File: src/source/elevator_display_pkg.sv
package elevator_display_pkg;

    typedef logic [9:0]  coord_t;
    typedef logic [3:0]  channel_t;
    // {red, green, blue}
    typedef logic [11:0] rgb_t;
    // Half-floor steps above the first floor
    typedef logic [3:0]  car_pos_t;

    typedef enum logic [1:0] {
        ST_PARKED  = 2'd0,
        ST_MOVING  = 2'd1,
        ST_STOPPED = 2'd2
    } sim_state_e;

    localparam coord_t H_ACTIVE     = 10'd640;
    localparam coord_t V_ACTIVE     = 10'd480;
    localparam coord_t SIDE_MARGIN  = 10'd20;
    localparam coord_t TOP_MARGIN   = 10'd15;
    localparam coord_t FLOOR_HEIGHT = 10'd75;
    localparam coord_t GROUND_ROW   = V_ACTIVE - TOP_MARGIN;

    // Column windows, low bound inclusive and high bound exclusive
    localparam coord_t LEFT_FACADE_END   = 10'd210;
    localparam coord_t LEFT_OUTLINE_LO   = 10'd195;
    localparam coord_t LEFT_OUTLINE_HI   = 10'd205;
    localparam coord_t LEFT_SHAFT_LO     = 10'd205;
    localparam coord_t LEFT_SHAFT_HI     = 10'd295;
    localparam coord_t MID_OUTLINE_LO    = 10'd295;
    localparam coord_t MID_OUTLINE_HI    = 10'd305;
    localparam coord_t RIGHT_SHAFT_LO    = 10'd305;
    localparam coord_t RIGHT_SHAFT_HI    = 10'd395;
    localparam coord_t RIGHT_OUTLINE_LO  = 10'd395;
    localparam coord_t RIGHT_OUTLINE_HI  = 10'd405;
    localparam coord_t RIGHT_FACADE_LO   = 10'd405;
    localparam coord_t RIGHT_FACADE_HI   = H_ACTIVE - SIDE_MARGIN;

    localparam coord_t   PARKED_CAR_HEIGHT   = 10'd70;
    localparam coord_t   CAR_HEIGHT          = 10'd75;
    localparam coord_t   FIRST_FLOOR_CAR_TOP = 10'd390;
    localparam car_pos_t MAX_CAR_POS         = 4'd10;

    localparam coord_t STOP_X_LO = 10'd300;
    localparam coord_t STOP_X_HI = 10'd340;
    localparam coord_t STOP_Y_LO = 10'd200;
    localparam coord_t STOP_Y_HI = 10'd260;

    localparam rgb_t BLACK_RGB       = 12'h000;
    localparam rgb_t SKY_RGB         = 12'h28F;
    localparam rgb_t GRASS_RGB       = 12'h0F0;
    localparam rgb_t FLOOR_DARK_RGB  = 12'h9AA;
    localparam rgb_t FLOOR_LIGHT_RGB = 12'hBBB;
    localparam rgb_t OUTLINE_RGB     = BLACK_RGB;
    localparam rgb_t SHAFT_RGB       = 12'h841;
    localparam rgb_t CAR_RGB         = 12'h444;
    localparam rgb_t STOP_RGB        = 12'hF00;

endpackage

File: src/source/elevator_display.sv
`timescale 1ns/10ps

module elevator_display (
    input  logic                           clk,
    input  logic                           rst_n,
    input  logic                           enable,
    input  elevator_display_pkg::coord_t   x_coord,
    input  elevator_display_pkg::coord_t   y_coord,
    input  logic [7:0]                     destination,
    input  logic [1:0]                     sim_state,
    output elevator_display_pkg::channel_t r,
    output elevator_display_pkg::channel_t g,
    output elevator_display_pkg::channel_t b
);
    import elevator_display_pkg::*;

    car_pos_t   left_car_pos;
    car_pos_t   right_car_pos;
    sim_state_e draw_state;
    logic       left_facade_hit;
    rgb_t       left_facade_rgb;
    logic       left_shaft_hit;
    rgb_t       left_shaft_rgb;
    logic       right_shaft_hit;
    rgb_t       right_shaft_rgb;
    logic       right_facade_hit;
    rgb_t       right_facade_rgb;

    // Upper nibble is the left car
    assign left_car_pos  = destination[7:4];
    assign right_car_pos = destination[3:0];
    assign draw_state    = sim_state_e'(sim_state);

    facade_painter #(.X_LO(SIDE_MARGIN), .X_HI(LEFT_FACADE_END)) u_left_facade (
        .x_coord (x_coord),
        .y_coord (y_coord),
        .hit     (left_facade_hit),
        .rgb     (left_facade_rgb)
    );

    shaft_painter #(.X_LO(LEFT_SHAFT_LO), .X_HI(LEFT_SHAFT_HI)) u_left_shaft (
        .x_coord (x_coord),
        .y_coord (y_coord),
        .car_pos (left_car_pos),
        .state   (draw_state),
        .hit     (left_shaft_hit),
        .rgb     (left_shaft_rgb)
    );

    shaft_painter #(.X_LO(RIGHT_SHAFT_LO), .X_HI(RIGHT_SHAFT_HI)) u_right_shaft (
        .x_coord (x_coord),
        .y_coord (y_coord),
        .car_pos (right_car_pos),
        .state   (draw_state),
        .hit     (right_shaft_hit),
        .rgb     (right_shaft_rgb)
    );

    facade_painter #(.X_LO(RIGHT_FACADE_LO), .X_HI(RIGHT_FACADE_HI)) u_right_facade (
        .x_coord (x_coord),
        .y_coord (y_coord),
        .hit     (right_facade_hit),
        .rgb     (right_facade_rgb)
    );

    scene_compositor u_compositor (
        .clk              (clk),
        .rst_n            (rst_n),
        .enable           (enable),
        .x_coord          (x_coord),
        .y_coord          (y_coord),
        .left_facade_hit  (left_facade_hit),
        .left_facade_rgb  (left_facade_rgb),
        .left_shaft_hit   (left_shaft_hit),
        .left_shaft_rgb   (left_shaft_rgb),
        .right_shaft_hit  (right_shaft_hit),
        .right_shaft_rgb  (right_shaft_rgb),
        .right_facade_hit (right_facade_hit),
        .right_facade_rgb (right_facade_rgb),
        .r                (r),
        .g                (g),
        .b                (b)
    );

endmodule

File: src/source/facade_painter.sv
`timescale 1ns/10ps

module facade_painter #(
    parameter elevator_display_pkg::coord_t X_LO = 10'd0,
    parameter elevator_display_pkg::coord_t X_HI = 10'd0
) (
    input  elevator_display_pkg::coord_t x_coord,
    input  elevator_display_pkg::coord_t y_coord,
    output logic                         hit,
    output elevator_display_pkg::rgb_t   rgb
);
    import elevator_display_pkg::*;

    coord_t floor_band;

    // Full height, the sky above is drawn first
    assign hit = (x_coord >= X_LO) && (x_coord < X_HI);

    // Band 0 is the sixth floor
    assign floor_band = (y_coord - TOP_MARGIN) / FLOOR_HEIGHT;

    always_comb begin
        case (floor_band)
            10'd0, 10'd2, 10'd4: begin
                rgb = FLOOR_DARK_RGB;
            end
            // Odd floors and everything below the ground line
            default: begin
                rgb = FLOOR_LIGHT_RGB;
            end
        endcase
    end

endmodule

File: src/source/scene_compositor.sv
`timescale 1ns/10ps

module scene_compositor (
    input  logic                           clk,
    input  logic                           rst_n,
    input  logic                           enable,
    input  elevator_display_pkg::coord_t   x_coord,
    input  elevator_display_pkg::coord_t   y_coord,
    input  logic                           left_facade_hit,
    input  elevator_display_pkg::rgb_t     left_facade_rgb,
    input  logic                           left_shaft_hit,
    input  elevator_display_pkg::rgb_t     left_shaft_rgb,
    input  logic                           right_shaft_hit,
    input  elevator_display_pkg::rgb_t     right_shaft_rgb,
    input  logic                           right_facade_hit,
    input  elevator_display_pkg::rgb_t     right_facade_rgb,
    output elevator_display_pkg::channel_t r,
    output elevator_display_pkg::channel_t g,
    output elevator_display_pkg::channel_t b
);
    import elevator_display_pkg::*;

    logic in_side_sky;
    logic in_top_sky;
    logic in_outline_rows;
    logic in_left_outline;
    logic in_mid_outline;
    logic in_right_outline;
    rgb_t pixel_rgb;
    rgb_t rgb_q;

    // Right strip stops at the grass line while the left one runs full height
    assign in_side_sky = (x_coord < SIDE_MARGIN)
                      || ((x_coord >= H_ACTIVE - SIDE_MARGIN) && (x_coord < H_ACTIVE)
                          && (y_coord < GROUND_ROW));

    assign in_top_sky      = (y_coord < TOP_MARGIN);
    assign in_outline_rows = (y_coord >= TOP_MARGIN) && (y_coord < GROUND_ROW);

    assign in_left_outline  = (x_coord >= LEFT_OUTLINE_LO) && (x_coord < LEFT_OUTLINE_HI)
                           && in_outline_rows;
    assign in_mid_outline   = (x_coord >= MID_OUTLINE_LO) && (x_coord < MID_OUTLINE_HI)
                           && in_outline_rows;
    assign in_right_outline = (x_coord >= RIGHT_OUTLINE_LO) && (x_coord < RIGHT_OUTLINE_HI)
                           && in_outline_rows;

    // First match wins
    always_comb begin
        if (!enable) begin
            pixel_rgb = BLACK_RGB;
        end else if (in_side_sky || in_top_sky) begin
            pixel_rgb = SKY_RGB;
        end else if (left_facade_hit) begin
            // Left facade runs over its outline and into the shaft
            pixel_rgb = left_facade_rgb;
        end else if (in_left_outline) begin
            pixel_rgb = OUTLINE_RGB;
        end else if (left_shaft_hit) begin
            pixel_rgb = left_shaft_rgb;
        end else if (in_mid_outline) begin
            pixel_rgb = OUTLINE_RGB;
        end else if (right_shaft_hit) begin
            pixel_rgb = right_shaft_rgb;
        end else if (in_right_outline) begin
            pixel_rgb = OUTLINE_RGB;
        end else if (right_facade_hit) begin
            pixel_rgb = right_facade_rgb;
        end else begin
            pixel_rgb = GRASS_RGB;
        end
    end

    always_ff @(posedge clk or negedge rst_n) begin
        if (!rst_n) begin
            rgb_q <= BLACK_RGB;
        end else begin
            rgb_q <= pixel_rgb;
        end
    end

    assign r = rgb_q[11:8];
    assign g = rgb_q[7:4];
    assign b = rgb_q[3:0];

    // Blanking reaches the pins one pixel later
    blank_is_black: assert property (
        @(posedge clk) disable iff (!rst_n)
        !enable |=> (r == 4'd0) && (g == 4'd0) && (b == 4'd0)
    ) else $error("scene_compositor output not black after blanking");

endmodule

File: src/source/shaft_painter.sv
`timescale 1ns/10ps

module shaft_painter #(
    parameter elevator_display_pkg::coord_t X_LO = 10'd0,
    parameter elevator_display_pkg::coord_t X_HI = 10'd0
) (
    input  elevator_display_pkg::coord_t     x_coord,
    input  elevator_display_pkg::coord_t     y_coord,
    input  elevator_display_pkg::car_pos_t   car_pos,
    input  elevator_display_pkg::sim_state_e state,
    output logic                             hit,
    output elevator_display_pkg::rgb_t       rgb
);
    import elevator_display_pkg::*;

    car_pos_t clamped_pos;
    coord_t   car_top;
    logic     in_rows;
    logic     in_parked_car;
    logic     in_moving_car;
    logic     in_stop_sign;

    assign in_rows = (y_coord >= TOP_MARGIN) && (y_coord < GROUND_ROW);
    assign hit     = (x_coord >= X_LO) && (x_coord < X_HI) && in_rows;

    // Codes past the sixth floor stay at the sixth floor
    assign clamped_pos = (car_pos > MAX_CAR_POS) ? MAX_CAR_POS : car_pos;

    // Half a floor per step rounded down
    assign car_top = FIRST_FLOOR_CAR_TOP
                   - ((coord_t'(clamped_pos) * FLOOR_HEIGHT) >> 1);

    assign in_parked_car = (y_coord >= GROUND_ROW - PARKED_CAR_HEIGHT);

    assign in_moving_car = (y_coord >= car_top)
                        && (y_coord < car_top + CAR_HEIGHT);

    // Stop sign uses screen coordinates so only part of it lands in a shaft
    assign in_stop_sign = (x_coord >= STOP_X_LO) && (x_coord < STOP_X_HI)
                       && (y_coord >= STOP_Y_LO) && (y_coord < STOP_Y_HI);

    always_comb begin
        case (state)
            ST_PARKED: begin
                rgb = in_parked_car ? CAR_RGB : SHAFT_RGB;
            end
            ST_MOVING: begin
                rgb = in_moving_car ? CAR_RGB : SHAFT_RGB;
            end
            // Code 3 draws the same as a stop
            default: begin
                rgb = in_stop_sign ? STOP_RGB : BLACK_RGB;
            end
        endcase
    end

    // The moving car always fits between the top margin and the grass line
    always_comb begin
        car_in_shaft: assert ((car_top >= TOP_MARGIN)
                              && (car_top <= GROUND_ROW - CAR_HEIGHT))
            else $error("shaft_painter car top %0d outside the shaft rows", car_top);
    end

endmodule

File: config.mk
export PLATFORM = sky130hd
export DESIGN_NAME = elevator_display
export DESIGN_NICKNAME = d
export VERILOG_FILES = /design/src/source/elevator_display_pkg.sv /design/src/source/elevator_display.sv /design/src/source/facade_painter.sv /design/src/source/scene_compositor.sv /design/src/source/shaft_painter.sv
export SDC_FILE = /design/constraint.sdc
export NUM_CORES = 1
export LEC_CHECK = 0
export ABC_CLOCK_PERIOD_IN_PS = 800
export BUFFER_PORTS_ARGS = -buffer_cell sky130_fd_sc_hd__clkbuf_2
export CORE_MARGIN = 4
export CORE_UTILIZATION = 40
export CTS_BUF_LIST = sky130_fd_sc_hd__clkbuf_4 sky130_fd_sc_hd__clkbuf_8
export CTS_CLUSTER_DIAMETER = 150
export DETAILED_ROUTE_END_ITERATION = 16
export HOLD_SLACK_MARGIN = 0.1
export SETUP_SLACK_MARGIN = 0.15
export SLEW_MARGIN = 20
export SYNTH_ARGS = -nofsm -noshare
export SYNTH_HDL_FRONTEND = slang
export SYNTH_HIERARCHICAL = 1
export SYNTH_SLANG_ARGS = --single-unit
File: constraint.sdc
create_clock -name clk -period 0.8 [get_ports clk]
set_input_delay 0 -clock clk [delete_from_list [all_inputs] [get_ports clk]]
set_output_delay 0 -clock clk [all_outputs]
set_load 0.02 [all_outputs]
## Yosys cells after proc, flatten, opt, wreduce, memory -nomap -nowiden

Index checks and enable logic that the tools add are counted.

- Multiplexer cells: 18
- Eq/ne operators: 3
- Add/subtract/negate cells: 5
- Divide/modulo/power cells: 1
- $mul: 2
- $lt $le $gt $ge: 31
- Reductions and logical operators: 25

Operator list:

| kind | count |
|---|---|
| $mux 12 | 13 |
| $lt 10x9->1 const B | 7 |
| $ge 10x9->1 const B | 6 |
| $pmux 12 s2 | 2 |
| $ge 10x8->1 const B | 3 |
| $add 10x7->10 const B | 2 |
| $ge 10x10->1 | 2 |
| $logic_and 1x1->1 | 20 |
| $lt 10x10->1 | 2 |
| $lt 10x10->1 const B | 2 |
| $lt 10x8->1 const B | 2 |
| $mul 4x7->10 const B | 2 |
| $sub 9x9->10 const A | 2 |
| $div 10x7->10 const B | 1 |
| $eq 10x2->1 const B | 1 |
| $eq 10x3->1 const B | 1 |
| $ge 10x10->1 const B | 1 |
| $ge 10x4->1 const B | 1 |
| $ge 10x5->1 const B | 1 |
| $logic_not 10->1 | 1 |
| $lt 10x4->1 const B | 1 |
| $lt 10x5->1 const B | 1 |
| $mux 10 | 1 |
| $sub 10x4->10 const B | 1 |
| other kinds (6) | 9 |

- Input port bits: 33
- Logic and storage cells: 86
- Output and inout bits: 12
- Register bits: 12

## Depth between registers and ports, before layout

Gate-level depths: netlist of run 1.

- Word-level depth: 16
- Gate-level depth with buffers: 24
- Depth with buffers taken out: 23

## Modules after synthesis

Netlist of run 1, hierarchy kept.

By module, submodules not included:

| module | times used | area each (µm²) | sequential area each (µm²) | cells each |
|---|---|---|---|---|
| facade_painter (u_left_facade) | 1 | 1512.7 | 0.0 | 217 |
| shaft_painter (u_left_shaft) | 1 | 1373.8 | 0.0 | 180 |
| shaft_painter (u_right_shaft) | 1 | 1371.3 | 0.0 | 181 |
| facade_painter (u_right_facade) | 1 | 1281.2 | 0.0 | 180 |
| scene_compositor | 1 | 968.4 | 300.3 | 117 |

## Worst setup path after synthesis of run 1

OpenSTA, ideal clock, no wires.

- Path type: input port to flip-flop
- Start point: input port y_coord[0]
- End point: register u_compositor.rgb_q[4]
- Data required time: 0.672 ns
- Library setup time: 0.128 ns
- Path buffers: 1
- Setup slack: -3.693 ns
- Arrival time: 4.365 ns
- Stages on the path: 23
- Cells stage by stage: ha_1 and3_1 o221a_2 o31a_4 o21ai_4 mux2i_1 o21a_1 o21ai_4 xnor2_1 inv_1 ha_1 inv_1 nor2_1 a32o_1 nor4_2 mux2_4 nand3_4 a211o_1 a211oi_2 a32oi_1 buf_4 a222oi_1 nor2_1

- Word-level cells in the longest chain between the ends: 14
- Elaborated cells on any way between the ends: 28
- Classes of those cells: add/sub (1); div (1); order compare (3); eq/ne (2); mux (10); reduce/logical (11)

Ends and longest elaborated chain:

| element | line | RTL |
|---|---|---|
| start: declaration | elevator_display.sv:8 | `input elevator_display_pkg::coord_t y_coord,` |
| $sub 10x4->10 * | facade_painter.sv:20 | `assign floor_band = (y_coord - TOP_MARGIN) / FLOOR_HEIGHT;` |
| $div 10x7->10 * | facade_painter.sv:20 |  |
| $eq 10x2->1, or another cell as far along | facade_painter.sv:23 | `case (floor_band)` |
| $reduce_or 3->1 * | facade_painter.sv:23 |  |
| $mux 10 * | facade_painter.sv:23 |  |
| via left_facade_rgb[4] | elevator_display.sv:21 | `rgb_t left_facade_rgb;` |
| $mux 12 | scene_compositor.sv:66 | `end else if (right_facade_hit) begin` |
| $mux 12 | scene_compositor.sv:64 | `end else if (in_right_outline) begin` |
| $mux 12 | scene_compositor.sv:62 | `end else if (right_shaft_hit) begin` |
| $mux 12 | scene_compositor.sv:60 | `end else if (in_mid_outline) begin` |
| $mux 12 | scene_compositor.sv:58 | `end else if (left_shaft_hit) begin` |
| $mux 12 | scene_compositor.sv:56 | `end else if (in_left_outline) begin` |
| $mux 12 * | scene_compositor.sv:53 | `end else if (left_facade_hit) begin` |
| $mux 12 * | scene_compositor.sv:51 | `end else if (in_side_sky \|\| in_top_sky) begin` |
| $mux 12 * | scene_compositor.sv:49 | `if (!enable) begin` |
| via u_compositor.pixel_rgb[4] | scene_compositor.sv:29 | `rgb_t pixel_rgb;` |
| end signal: assignment | scene_compositor.sv:77 | `rgb_q <= pixel_rgb;` |
| end: declaration | scene_compositor.sv:30 | `rgb_t rgb_q;` |

The timed path passes the listed nets; every way through them passes the cells marked *.

## Worst setup path in the final report of run 1

- Start point: input port y_coord[1]
- End point: register u_compositor.rgb_q[4]

- Word-level cells in the longest chain between the ends: 14
- Elaborated cells on any way between the ends: 28
- Classes of those cells: add/sub (1); div (1); order compare (3); eq/ne (2); mux (10); reduce/logical (11)

Ends and longest elaborated chain:

| element | line |
|---|---|
| $sub 10x4->10 | facade_painter.sv:20 |
| $div 10x7->10 | facade_painter.sv:20 |
| $eq 10x2->1, or another cell as far along | facade_painter.sv:23 |
| $reduce_or 3->1 | facade_painter.sv:23 |
| $mux 10 | facade_painter.sv:23 |
| $mux 12 | scene_compositor.sv:66 |
| $mux 12 | scene_compositor.sv:64 |
| $mux 12 | scene_compositor.sv:62 |
| $mux 12 | scene_compositor.sv:60 |
| $mux 12 | scene_compositor.sv:58 |
| $mux 12 | scene_compositor.sv:56 |
| $mux 12 | scene_compositor.sv:53 |
| $mux 12 * | scene_compositor.sv:51 |
| $mux 12 * | scene_compositor.sv:49 |
| via u_compositor.pixel_rgb[4] | scene_compositor.sv:29 |

Marks and branches as above.

==> results of run 1 <==
-- synth_stat cells (8+ instances only) --
library cell  count
a211oi_1          9
a21o_1           20
a21oi_1          51
a22o_1            8
a31oi_1          18
a32o_1            8
a41oi_1          10
and2_1            9
and3_1            8
buf_2             8
buf_4            38
clkbuf_1         10
dfrtp_1          12
ha_1             80
inv_1            57
mux2i_1          10
nand2_1          65
nand2b_1         16
nand3_1          20
nand4_1          12
nor2_1           60
nor3_1           20
nor4_1            9
o211ai_1         19
o21a_1           12
o21ai_0          45
o31ai_1           9
xnor2_1          30
xor2_1           26
-- logic make-up (layout without fill, tap and decap cells) --
family / Yosys count / count (layout) / share of synthesized area
AO/OA/AOI/OAI: 307 / 307 / 0.3561
XOR/XNOR: 59 / 59 / 0.08287
adder cells (fa/ha/maj): 83 / 83 / 0.1615
buffers and inverters: 117 / 426 / 0.09441
flip-flops: 12 / 12 / 0.04615
multiplexers: 12 / 12 / 0.01942
other: 6 / 28 / 0.003461
AND/OR/NAND/NOR: 279 / 279 / 0.2361
-- cell type report --
| type | count | share of cell area |
|---|---|---|
| clock buffers | 4 | 0.005276 |
| inverters | 57 | 0.02123 |
| multi-input cells | 768 | 0.6341 |
| flip-flops and latches | 12 | 0.02878 |
| well taps | 216 | 0.02590 |
| repair buffers | 365 | 0.2847 |
-- power groups by stage --
stage / clock [mW] / combinational (mW) / sequential (mW)
2_1_floorplan: 0 / 6.74 / 0.753
3_3_place_gp: 0 / 10.5 / 0.682
3_5_place_dp: 0 / 10.7 / 0.682
4_1_cts: 0.654 / 11.9 / 0.680
5_1_grt: 0.720 / 13.7 / 0.688
6_report: 0.662 / 12.5 / 0.683
-- tightest hold or removal path: stages --
cell and delay [ns]:
clkbuf_2 0.09, nand2_1 0.19, nor2_1 0.06
-- routing by layer --
| metal | share of wire | vias to the layer above |
|---|---|---|
| met5 | 0 | - |
| met4 | 0.014 | 0 |
| met3 | 0.026 | 26 |
| met2 | 0.49 | 159 |
| met1 | 0.47 | 3672 |
| li1 | - | 3944 |
-- worst min path at each step --
stage	start	end	slack, ns
floorplan	rst_n	u_compositor/rgb_q[0]	-0.30
global placement	rst_n	u_compositor/rgb_q[8]	-0.11
detailed placement	rst_n	u_compositor/rgb_q[8]	-0.11
CTS	enable	u_compositor/rgb_q[4]	0.15
global route	enable	u_compositor/rgb_q[8]	0.19
finish	enable	u_compositor/rgb_q[4]	0.14
-- per-stage QoR --
step / hold slack [ns] / area [um2] / worst slack, ns
after floorplan: -0.2956 / 6938 / -3.319
after global placement: -0.1109 / 9155 / -3.607
after detailed placement: -0.1104 / 9155 / -3.687
after CTS: 0.1451 / 10160 / -3.268
after global routing: 0.1885 / 10430 / -3.511
final: 0.1406 / 10430 / -3.330
-- repair_timing --
action,CTS,global route
setup endpoints to repair,24,24
buffers inserted,28,10
hold buffers,1,0
cloned,2,0
resized for setup,131,44
pin swaps,87,57
hold endpoints to repair,12,0
==> metrics.md, run 1 <==
| Metric | Value |
|---|---|
| FP Rows | `46` |
| Biggest regs | `u_compositor/rgb_q: 12 flops` |
| Cell variety after synth | `102` |
| Final Hold Fails | `0` |
| Violated checks | `negative setup slack` |
| Clk pwr share | `0.048` |
| WL per Instance | `around 15 um` |
| Actual slew at the worst max-slew pin | `0.6152 ns` |
| WP data arrival | `4.25 ns` |
| CP startpoint | `y_coord[1]` |
| Gr usage total | `0.2199` |
| Antenna-violating nets left | `0` |
| Most flops, register | `u_compositor/rgb_q` |
| IO Count | `45` |
| Met3 global-route usage | `0.008915` |
| Fmax | `242.1 MHz` |
| Final Cycle Share | `5.163` |
| Cell accounting for the most synthesized area | `ha_1` |
| Crit-path max FO | `8` |
| CP Launch Type | `input port` |
| Critical-path cell list | `clkbuf_16 -> ha_4 -> or3b_1 -> mux2i_2 -> a22o_1 -> nor2_4 -> o32ai_2 -> buf_4 -> a31oi_2 -> o21ai_4 -> xnor2_2 -> inv_1 -> ha_4 -> inv_2 -> a2111o_1 -> o31ai_1 -> nor4_2 -> mux2_4 -> nand3_4 -> a211o_1 -> a211oi_2 -> a32oi_1 -> a222oi_1 -> nor2_1` |
| Area grow syn2layout | `60.34%` |
| Unrepaired setup endpoints after global routing | `yes` |
| Met1 usage | `0.3114` |
| Post-Route Utilization | `0.6568` |
| Busiest layer in global routing | `met2` |
| Core ar. | `roughly 16,000 um2` |
| Number of flip-flops under the largest register name | `12` |
| Psw | `~6.4 mW` |
| Worst-path clk slew | `around 0.06 ns` |
| Total gr overflow | `0` |
| Post-route insts no fill | `1,422` |
| Setup slack after layout | `-3.330 ns` |
| Synth warnings | `6` |
| # fillers | `between 1k and 1.5k` |
| DRC viols | `0` |
| Die H | `approximately 140 um` |
| Placer congestion estimate | `between 0.9 and 1` |
| Minimum clock period | `~4.1 ns` |
| N_diodes | `0` |
| DIE AREA | `between 15,000 and 20,000 um2` |
| FF/Latch Area | `~300 um2` |
| Mapped cell area | `roughly 6500 um2` |
| Area of the multi-input gates | `roughly 6600 um2` |
| Post-synth top area share | `0.1538` |
| Critical path class | `in2reg` |
| Combinational fraction of design power | `0.903` |
| Number of global-route vias before repair | `7,411` |
| Final #Nets | `1,322` |
| Initial DRC Count | `between 400 and 500` |
| Crit. path cell count | `24` |
| Type of the most critical hold path | `in2reg` |
| HPWL after DPL | `between 15,000 and 20,000 um` |
| Final setup vio count | `12` |
| Share of layout cells above drive strength 1 | `0.4519` |
| Crit path buf inv count | `4` |
| Most frequent cells in the layout | `buf_4 (299), nand2_1 (61), ha_1 (58), nor2_1 (56), inv_1 (43)` |
| Ys flop type | `dfrtp_1` |
| Slew Viols, Final | `0` |
| Num CTS Buffers | `3` |
| First-pass GRT wire length | `roughly 35,000 um` |
| Die width | `~140 um` |
| Via density per instance | `about 5.5` |
| Final wirelength | `approximately 21,000 um` |
| P_int | `between 7 and 8 mW` |
| Switching Share | `0.4595` |
| Async SR Flop Fraction | `1.000` |
| Sink Count | `12` |
| Initial antenna violation count | `0` |
| Worst-case clock buffer depth | `2` |
| Tot Pwr | `13.84 mW` |
| Syn_area_per_cell | `7.437 um2` |
| Drt pass-1 iters | `7` |
| Met2 usage | `0.3764` |
| Worst path slowest cell | `or3b_1` |
| Part of the power in registers | `0.049` |
| Setup crit end | `u_compositor/rgb_q[4]` |
| Seq cells post-synth | `12` |
| CTS tree | `built` |
| PwrDens | `about 1300 nW/um2` |
| WHS Path Cells | `3` |
| Pin count of the biggest net entering global routing | `25` |
| H-tree Lvls | `1` |
| Status | `finished, violations left` |
| Synth area leaders | `ha_1 (15%), dfrtp_1 (4.6%), buf_4 (4.4%)` |
| Most common cell after layout, fill and taps aside | `buf_4` |
| Max VDD drop | `between 1 and 1.5 mV` |
| Gate Count Post-Synth | `875` |
| Worst Setup End Kind | `flip-flop` |
| Post-synth EDFFs | `0` |
| Setup TNS | `-26.23 ns` |
| Seq/Total Area, Yosys | `0.04614` |
| Worst Path Required | `between 0.9 and 1 ns` |
| P_leak | `4.724 nW` |
| CTS root buf | `clkbuf_8` |
| Maxcap violations | `0` |
| IO buf count | `44` |
| DP Cell Count | `1,377` |
| Rel. slew slack | `0.5881` |
| Crit-path max cell delay | `between 0.3 and 0.4 ns` |
| Cell mode on critical path | `ha_4` |
| DR vias | `roughly 7.8k` |
| Starting Density | `0.4097` |
| CP top delay family | `compound AO/OA/AOI/OAI gates` |
No activity file was read; power rests on OpenSTA's default activity.
==> run 2, diff against run 1 <==
--- a/config.mk
+++ b/config.mk
@@ -14,6 +14,7 @@
 export DETAILED_ROUTE_END_ITERATION = 16
 export HOLD_SLACK_MARGIN = 0.1
 export SETUP_SLACK_MARGIN = 0.15
+export SKIP_LAST_GASP = 1
 export SLEW_MARGIN = 20
 export SYNTH_ARGS = -nofsm -noshare
 export SYNTH_HDL_FRONTEND = slang
==> run 2 against run 1 <==
  * The flow still finishes with violations (negative setup slack)
  * Hold slack improved by 0.0072 ns
  * Critical path depth did not move
  * Flip-flop and latch count did not move
  * Count of clock-buffer cells in the layout did not move
  * Critical path type unchanged
==> metrics.md, run 2 (synthesis results as in run 1) <==
| Metric | Value |
|---|---|
| FP Rows | `46 (unchanged)` |
| Violated checks | `negative setup slack` |
| Most frequent cells in the layout | `buf_4 (305), nand2_1 (61), ha_1 (58), nor2_1 (56), inv_1 (43)` |
| Critical path class | `in2reg` |
| Psw | `6.289 mW (-1.1%)` |
| Worst Path Required | `0.92 ns (about the same)` |
| IO buf count | `44 (unchanged)` |
| Number of global-route vias before repair | `7,358 (-0.72%)` |
| Share of layout cells above drive strength 1 | `0.4520 (about the same)` |
| Final setup vio count | `12 (unchanged)` |
| N_diodes | `0 (unchanged)` |
| DRC viols | `0 (unchanged)` |
| Maxcap violations | `0 (unchanged)` |
| Num CTS Buffers | `3 (unchanged)` |
| Starting Density | `0.4097 (unchanged)` |
| Slew Viols, Final | `0 (unchanged)` |
| Area grow syn2layout | `59.64%` |
| Max VDD drop | `0.9853 mV (-1.7%)` |
| Fmax | `244.2 MHz (+0.88%)` |
| Combinational fraction of design power | `0.903 (about the same)` |
| Part of the power in registers | `0.050 (about the same)` |
| Actual slew at the worst max-slew pin | `0.6353 ns (+0.02004 ns)` |
| Rel. slew slack | `0.5746 (-0.01342)` |
| P_int | `7.447 mW (-0.48%)` |
| Switching Share | `0.4579 (-0.001634)` |
| Min-delay src | `enable` |
| WHS Path Cells | `3 (unchanged)` |
| Worst-path clk slew | `0.06 ns (about the same)` |
| Antenna-violating nets left | `0 (unchanged)` |
| Sink Count | `12 (unchanged)` |
| Pre-CTS setup slack | `-3.687 ns (unchanged)` |
| Crit-path max FO | `4 (-4)` |
| Minimum clock period | `4.094 ns (-0.03604 ns)` |
| Die H | `135.6 um (unchanged)` |
| Initial antenna violation count | `0 (unchanged)` |
| First-pass GRT wire length | `34,400 um (-0.80%)` |
| IO Count | `45 (unchanged)` |
| Die width | `135.6 um (unchanged)` |
| Most flops, register | `u_compositor/rgb_q` |
| Placer congestion estimate | `0.9149 (unchanged)` |
| Final #Nets | `1,324 (+0.15%)` |
| Worst-case clock buffer depth | `2 (unchanged)` |
| DR vias | `7,787 (-0.18%)` |
| Design area | `10,390 um2 (-0.43%)` |
| WP data arrival | `4.21 ns (-0.04 ns)` |
| Drt pass-1 iters | `5 (-2)` |
| H-tree Lvls | `1 (unchanged)` |
| Type of the most critical hold path | `in2reg` |
| Final Hold Fails | `0 (unchanged)` |
| CTS tree | `built` |
| Worst Setup End Kind | `flip-flop` |
| Final Cycle Share | `5.118 (-0.04505)` |
| WL per Instance | `14.49 um (-0.24%)` |
| Initial DRC Count | `428 (-8.9%)` |
| P_leak | `4.729 nW (about the same)` |
| DIE AREA | `18,370 um2 (unchanged)` |
| Clk pwr share | `0.047 (about the same)` |
| Most common cell after layout, fill and taps aside | `buf_4` |
| HPWL after DPL | `15,850 um (unchanged)` |
| Hold EP | `u_compositor/rgb_q[4]` |
| WHS | `0.1478 ns (+0.007175 ns)` |
| Final wirelength | `20,640 um (-0.10%)` |
| Total gr overflow | `0 (unchanged)` |
| DP Cell Count | `1,377 (unchanged)` |
| Post-route insts no fill | `1,424 (+0.14%)` |
| Placed Area | `9155 um2 (unchanged)` |
| Via density per instance | `5.468 (-0.32%)` |
| Setup slack after layout | `-3.294 ns (+0.03604 ns)` |
| Unrepaired setup endpoints after global routing | `yes` |
| PwrDens | `1322 nW/um2 (-0.35%)` |
| Biggest regs | `u_compositor/rgb_q: 12 flops` |
| Status | `finished, violations left` |
| CP Launch Type | `input port` |
| CTS root buf | `clkbuf_8` |
| Tot Pwr | `13.74 mW (-0.78%)` |
| Core ar. | `15,890 um2 (unchanged)` |
| Number of flip-flops under the largest register name | `12 (unchanged)` |
| Pin count of the biggest net entering global routing | `25 (unchanged)` |
| Gr usage total | `0.2180 (-0.001958)` |
run 2: layer usage:
metal  global-route usage  up-vias  share of wire
met4              0.03527        0          0.011
li1                     -     3947              -
met3             0.008544       22          0.023
met5                    0        -              0
met2               0.3733      156           0.49
met1               0.3098     3662           0.48
run 2: cell type report:
| cell class | instances | area, um2 |
|---|---|---|
| Sequential cell | 12 | 300.3 |
| Multi-Input combinational cell | 768 | 6603 |
| Clock buffer | 4 | 55.05 |
| Fill cell | 1344 | 5497 |
| Inverter | 57 | 221.5 |
| Tap cell | 216 | 270.3 |
| Timing Repair Buffer | 367 | 2939 |
run 2: repair_timing:
action                     in CTS  in global routing
gates resized for setup        99                 82
hold buffers                    1                  0
setup endpoints to repair      24                 24
setup buffers                  28                 12
gates cloned                    2                  0
hold endpoints to repair       12                  0
pin swaps                      85                 57
run 2: worst max path at each step:
stage,slack [ns],from,end
2_1_floorplan,-3.32,y_coord[0],u_compositor/rgb_q[4]
3_3_place_gp,-3.61,y_coord[1],u_compositor/rgb_q[4]
3_5_place_dp,-3.69,y_coord[1],u_compositor/rgb_q[4]
4_1_cts,-3.30,y_coord[5],u_compositor/rgb_q[4]
5_1_grt,-3.51,y_coord[5],u_compositor/rgb_q[4]
6_report,-3.29,destination[6],u_compositor/rgb_q[11]
run 2: power groups by stage:
| stage | clock [mW] | sequential (mW) | combinational, mW |
|---|---|---|---|
| 3_5_place_dp | 0 | 0.682 | 10.7 |
| 5_1_grt | 0.708 | 0.689 | 13.6 |
| 4_1_cts | 0.654 | 0.672 | 11.8 |
| 3_3_place_gp | 0 | 0.682 | 10.5 |
| 6_report | 0.648 | 0.685 | 12.4 |
| 2_1_floorplan | 0 | 0.753 | 6.74 |
run 2: stage by stage:
step	TNS (ns)	utilization
after floorplan	-24.54	-
after global placement	-31.59	0.5763
after detailed placement	-31.86	0.5763
after CTS	-26.09	0.6315
after global routing	-28.11	0.6540
final	-26.47	0.6540
run 2: critical path, stage by stage:
cell and delay [ns]:
clkbuf_4 0.15, nand2b_4 0.09, inv_4 0.05, ha_4 0.26, inv_2 0.03, fa_2 0.55, inv_2 0.05, ha_4 0.29
ha_4 0.14, inv_4 0.03, o21ai_4 0.16, nand3b_1 0.19, buf_6 0.19, xor2_4 0.16, a21oi_1 0.19, nor2_1 0.08
ha_1 0.28, o21a_1 0.19, o211ai_1 0.17, a31o_2 0.19, a311oi_2 0.12, or2_2 0.30, a222oi_1 0.28, nor2_1 0.08
==> run 3, diff against run 2 <==
--- a/config.mk
+++ b/config.mk
@@ -18,5 +18,4 @@
 export SLEW_MARGIN = 20
 export SYNTH_ARGS = -nofsm -noshare
 export SYNTH_HDL_FRONTEND = slang
-export SYNTH_HIERARCHICAL = 1
 export SYNTH_SLANG_ARGS = --single-unit
==> run 3 against run 2 <==
  * The run still ends with negative setup slack left
  * Flip-flop and latch count shrank 1
  * Combinational power shrank 21%
  * Clock power decreased by 13%
  * Die area shrank 33%
  * Power is 20% lower
  * Global-route usage decreased by 1.3 points
  * Critical path depth fell by 2
  * Routed wire length down 34%
  * Sequential power down 8.6%
  * Cell count fell by 34%
  * Critical endpoint is now u_compositor.rgb_q[0]
==> metrics.md, run 3 <==
| Metric | Value |
|---|---|
| Status | `finished, violations left` |
| Violated checks | `negative setup slack` |
| Psw | `4.782 mW (-24%)` |
| Most flops, register | `u_compositor.rgb_q` |
| Fmax | `261.0 MHz (+6.9%)` |
| Worst-path clk slew | `0.04 ns (-0.02 ns)` |
| CTS root buf | `clkbuf_8` |
| DP Cell Count | `903 (-34%)` |
| Unrepaired setup endpoints after global routing | `yes` |
| DRC viols | `0 (unchanged)` |
| Async SR Flop Fraction | `1.000 (unchanged)` |
| Cell variety after synth | `84 (-18%)` |
| Max VDD drop | `1.221 mV (+24%)` |
| Clk pwr share | `0.051 (+0.004)` |
| WHS Path Cells | `4 (+1)` |
| Total gr overflow | `0 (unchanged)` |
| Starting Density | `0.4095 (about the same)` |
| Combinational fraction of design power | `0.892 (-0.011)` |
| Synth warnings | `0 (-6)` |
| Maxcap violations | `0 (unchanged)` |
| CP Launch Type | `input port` |
| Pin count of the biggest net entering global routing | `12 (-52%)` |
| Slew Viols, Final | `0 (unchanged)` |
| Antenna-violating nets left | `0 (unchanged)` |
| WP data arrival | `3.94 ns (-0.27 ns)` |
| Initial DRC Count | `250 (-42%)` |
| FF/Latch Area | `275.3 um2 (-8.3%)` |
| Post-synth EDFFs | `0 (unchanged)` |
| Sink Count | `11 (-1)` |
| Post-Route Utilization | `0.7089 (+0.05490)` |
| Critical path class | `in2reg` |
| Crit-path max FO | `5 (+1)` |
| Critical-path cell list | `buf_8 -> a21o_1 -> ha_2 -> inv_2 -> fa_1 -> inv_2 -> ha_4 -> ha_4 -> inv_2 -> o21ai_4 -> nand3b_1 -> xnor2_2 -> or3b_4 -> xor2_1 -> ha_1 -> o21a_1 -> o2111ai_2 -> and3_4 -> a41oi_2 -> o221a_2 -> o31ai_2 -> a31oi_1` |
| Post-synth top area share | `0.2279 (+0.07406)` |
| Cell accounting for the most synthesized area | `ha_1` |
| Ys flop type | `dfrtp_1` |
| Gate Count Post-Synth | `539 (-38%)` |
| Die H | `110.8 um (-18%)` |
| Minimum clock period | `3.832 ns (-0.2627 ns)` |
| Core ar. | `10,320 um2 (-35%)` |
| Most frequent cells after synthesis | `ha_1 (77), nand2_1 (38), nor2_1 (36)` |
| Gr usage total | `0.2049 (-0.01311)` |
| Most frequent cell after synthesis | `ha_1` |
| Drt pass-1 iters | `4 (-1)` |
| WL per Instance | `14.62 um (+0.92%)` |
| DR vias | `5,032 (-35%)` |
| CP top delay family | `adder cells` |
| Mapped cell area | `4228 um2 (-35%)` |
| Number of flip-flops under the largest register name | `11 (-1)` |
| Setup slack after layout | `-3.032 ns (+0.2627 ns)` |
| Number of global-route vias before repair | `5,046 (-31%)` |
| Post-route insts no fill | `937 (-34%)` |
| FP Rows | `37 (-20%)` |
| Final wirelength | `13,700 um (-34%)` |
| Biggest regs | `u_compositor.rgb_q: 11 flops` |
| IO buf count | `44 (unchanged)` |
| Worst Setup End Kind | `flip-flop` |
| Seq cells post-synth | `11 (-1)` |
| P_int | `6.191 mW (-17%)` |
| Synth area leaders | `ha_1 (23%), dfrtp_1 (6.5%), xnor2_1 (6.0%)` |
| Cell mode on critical path | `inv_2` |
| Worst Path Required | `0.91 ns (about the same)` |
| Initial antenna violation count | `0 (unchanged)` |
| Actual slew at the worst max-slew pin | `0.8347 ns (+0.1995 ns)` |
| Syn_area_per_cell | `7.844 um2 (+5.5%)` |
| Most common cell after layout, fill and taps aside | `buf_4` |
| # fillers | `807 (-40%)` |
| Seq/Total Area, Yosys | `0.06511 (+0.01896)` |
| Switching Share | `0.4358 (-0.02209)` |
| Via density per instance | `5.370 (-1.8%)` |
| Num CTS Buffers | `3 (unchanged)` |
| P_leak | `3.444 nW (-27%)` |
| Area of the multi-input gates | `4556 um2 (-31%)` |
| First-pass GRT wire length | `22,150 um (-36%)` |
| Crit. path cell count | `22 (-8.3%)` |
| Worst path slowest cell | `fa_1` |
| Crit-path max cell delay | `0.48 ns (-0.07 ns)` |
| H-tree Lvls | `1 (unchanged)` |
| Rel. slew slack | `0.4291 (-0.1455)` |
| Type of the most critical hold path | `in2reg` |
| Final setup vio count | `11 (-1)` |
| Area grow syn2layout | `73.10%` |
| IO Count | `45 (unchanged)` |
| Final #Nets | `914 (-31%)` |
| N_diodes | `0 (unchanged)` |
| Final Hold Fails | `0 (unchanged)` |
| Crit path buf inv count | `4 (-2)` |
| Placer congestion estimate | `0.8937 (-2.3%)` |
| PwrDens | `1499 nW/um2 (+13%)` |
| Final Cycle Share | `4.790 (-0.3283)` |
| Part of the power in registers | `0.057 (+0.007)` |
| Pre-CTS setup slack | `-3.480 ns (+0.2075 ns)` |
| Die width | `110.8 um (-18%)` |
| Most frequent cells in the layout | `buf_4 (212), ha_1 (59), nand2_1 (31), nor2_1 (30), clkbuf_2 (29)` |
| DIE AREA | `12,280 um2 (-33%)` |
| Share of layout cells above drive strength 1 | `0.5181 (+0.06612)` |
| Worst-case clock buffer depth | `2 (unchanged)` |
| CTS tree | `built` |
| HPWL after DPL | `10,940 um (-31%)` |
run 3: metal layers:
| layer | wire [um] | global-route usage | vias up |
|---|---|---|---|
| met4 | 261 | 0.04105 | 0 |
| met3 | 321 | 0.01146 | 29 |
| met2 | 7212 | 0.3839 | 83 |
| met1 | 5907 | 0.2579 | 2371 |
| met5 | 0 | 0 | - |
| li1 | - | - | 2549 |
run 3: cells by family after synthesis:
kind of cell / Yosys count / share of synthesized area
other: 1 / 0.0008870
flip-flops: 11 / 0.06511
AO/OA/AOI/OAI: 184 / 0.3285
adder cells (fa/ha/maj): 79 / 0.2373
XOR/XNOR: 48 / 0.1039
buffers and inverters: 47 / 0.04942
AND/OR/NAND/NOR: 166 / 0.2078
multiplexers: 3 / 0.007103
run 3: what timing repair did:
| item | CTS | global route |
|---|---|---|
| pin swaps | 31 | 40 |
| setup buffers | 13 | 16 |
| hold buffers | 1 | 0 |
| endpoints found under the setup margin | 23 | 23 |
| gates cloned | 0 | 0 |
| hold endpoints to repair | 11 | 0 |
| gates resized for setup | 57 | 99 |
run 3: power by group through the flow:
| stage | combinational [mW] | sequential (mW) | clock [mW] |
|---|---|---|---|
| global placement | 8.21 | 0.626 | 0 |
| floorplan | 5.43 | 0.691 | 0 |
| detailed placement | 8.47 | 0.627 | 0 |
| finish | 9.79 | 0.626 | 0.561 |
| CTS | 8.98 | 0.618 | 0.571 |
| global route | 10.8 | 0.630 | 0.607 |
run 3: worst paths after layout:
| path | from | endpoint |
|---|---|---|
| min in group asynchronous | rst_n | u_compositor.rgb_q[7] |
| max in group asynchronous | rst_n | u_compositor.rgb_q[2] |
| hold / removal | enable | u_compositor.rgb_q[0] |
| setup / recovery | destination[7] | u_compositor.rgb_q[0] |
run 3: layout make-up:
| type | instances | area share |
|---|---|---|
| Multi-Input combinational cell | 482 | 0.6225 |
| Clock buffer | 4 | 0.006668 |
| Sequential cell | 11 | 0.03761 |
| Tap cell | 136 | 0.02325 |
| Timing Repair Buffer | 273 | 0.2934 |
| Inverter | 31 | 0.01658 |
run 3: through the flow:
stage | setup TNS, ns | area (um2) | total power [mW] | hold slack [ns]
floorplan | -19.72 | 4552 | 6.125 | -0.2956
global placement | -25.13 | 6369 | 8.840 | -0.1272
detailed placement | -26.02 | 6369 | 9.099 | -0.1234
CTS | -21.48 | 6794 | 10.17 | 0.1318
global route | -24.07 | 7318 | 12.01 | 0.1474
finish | -22.23 | 7318 | 10.97 | 0.1331
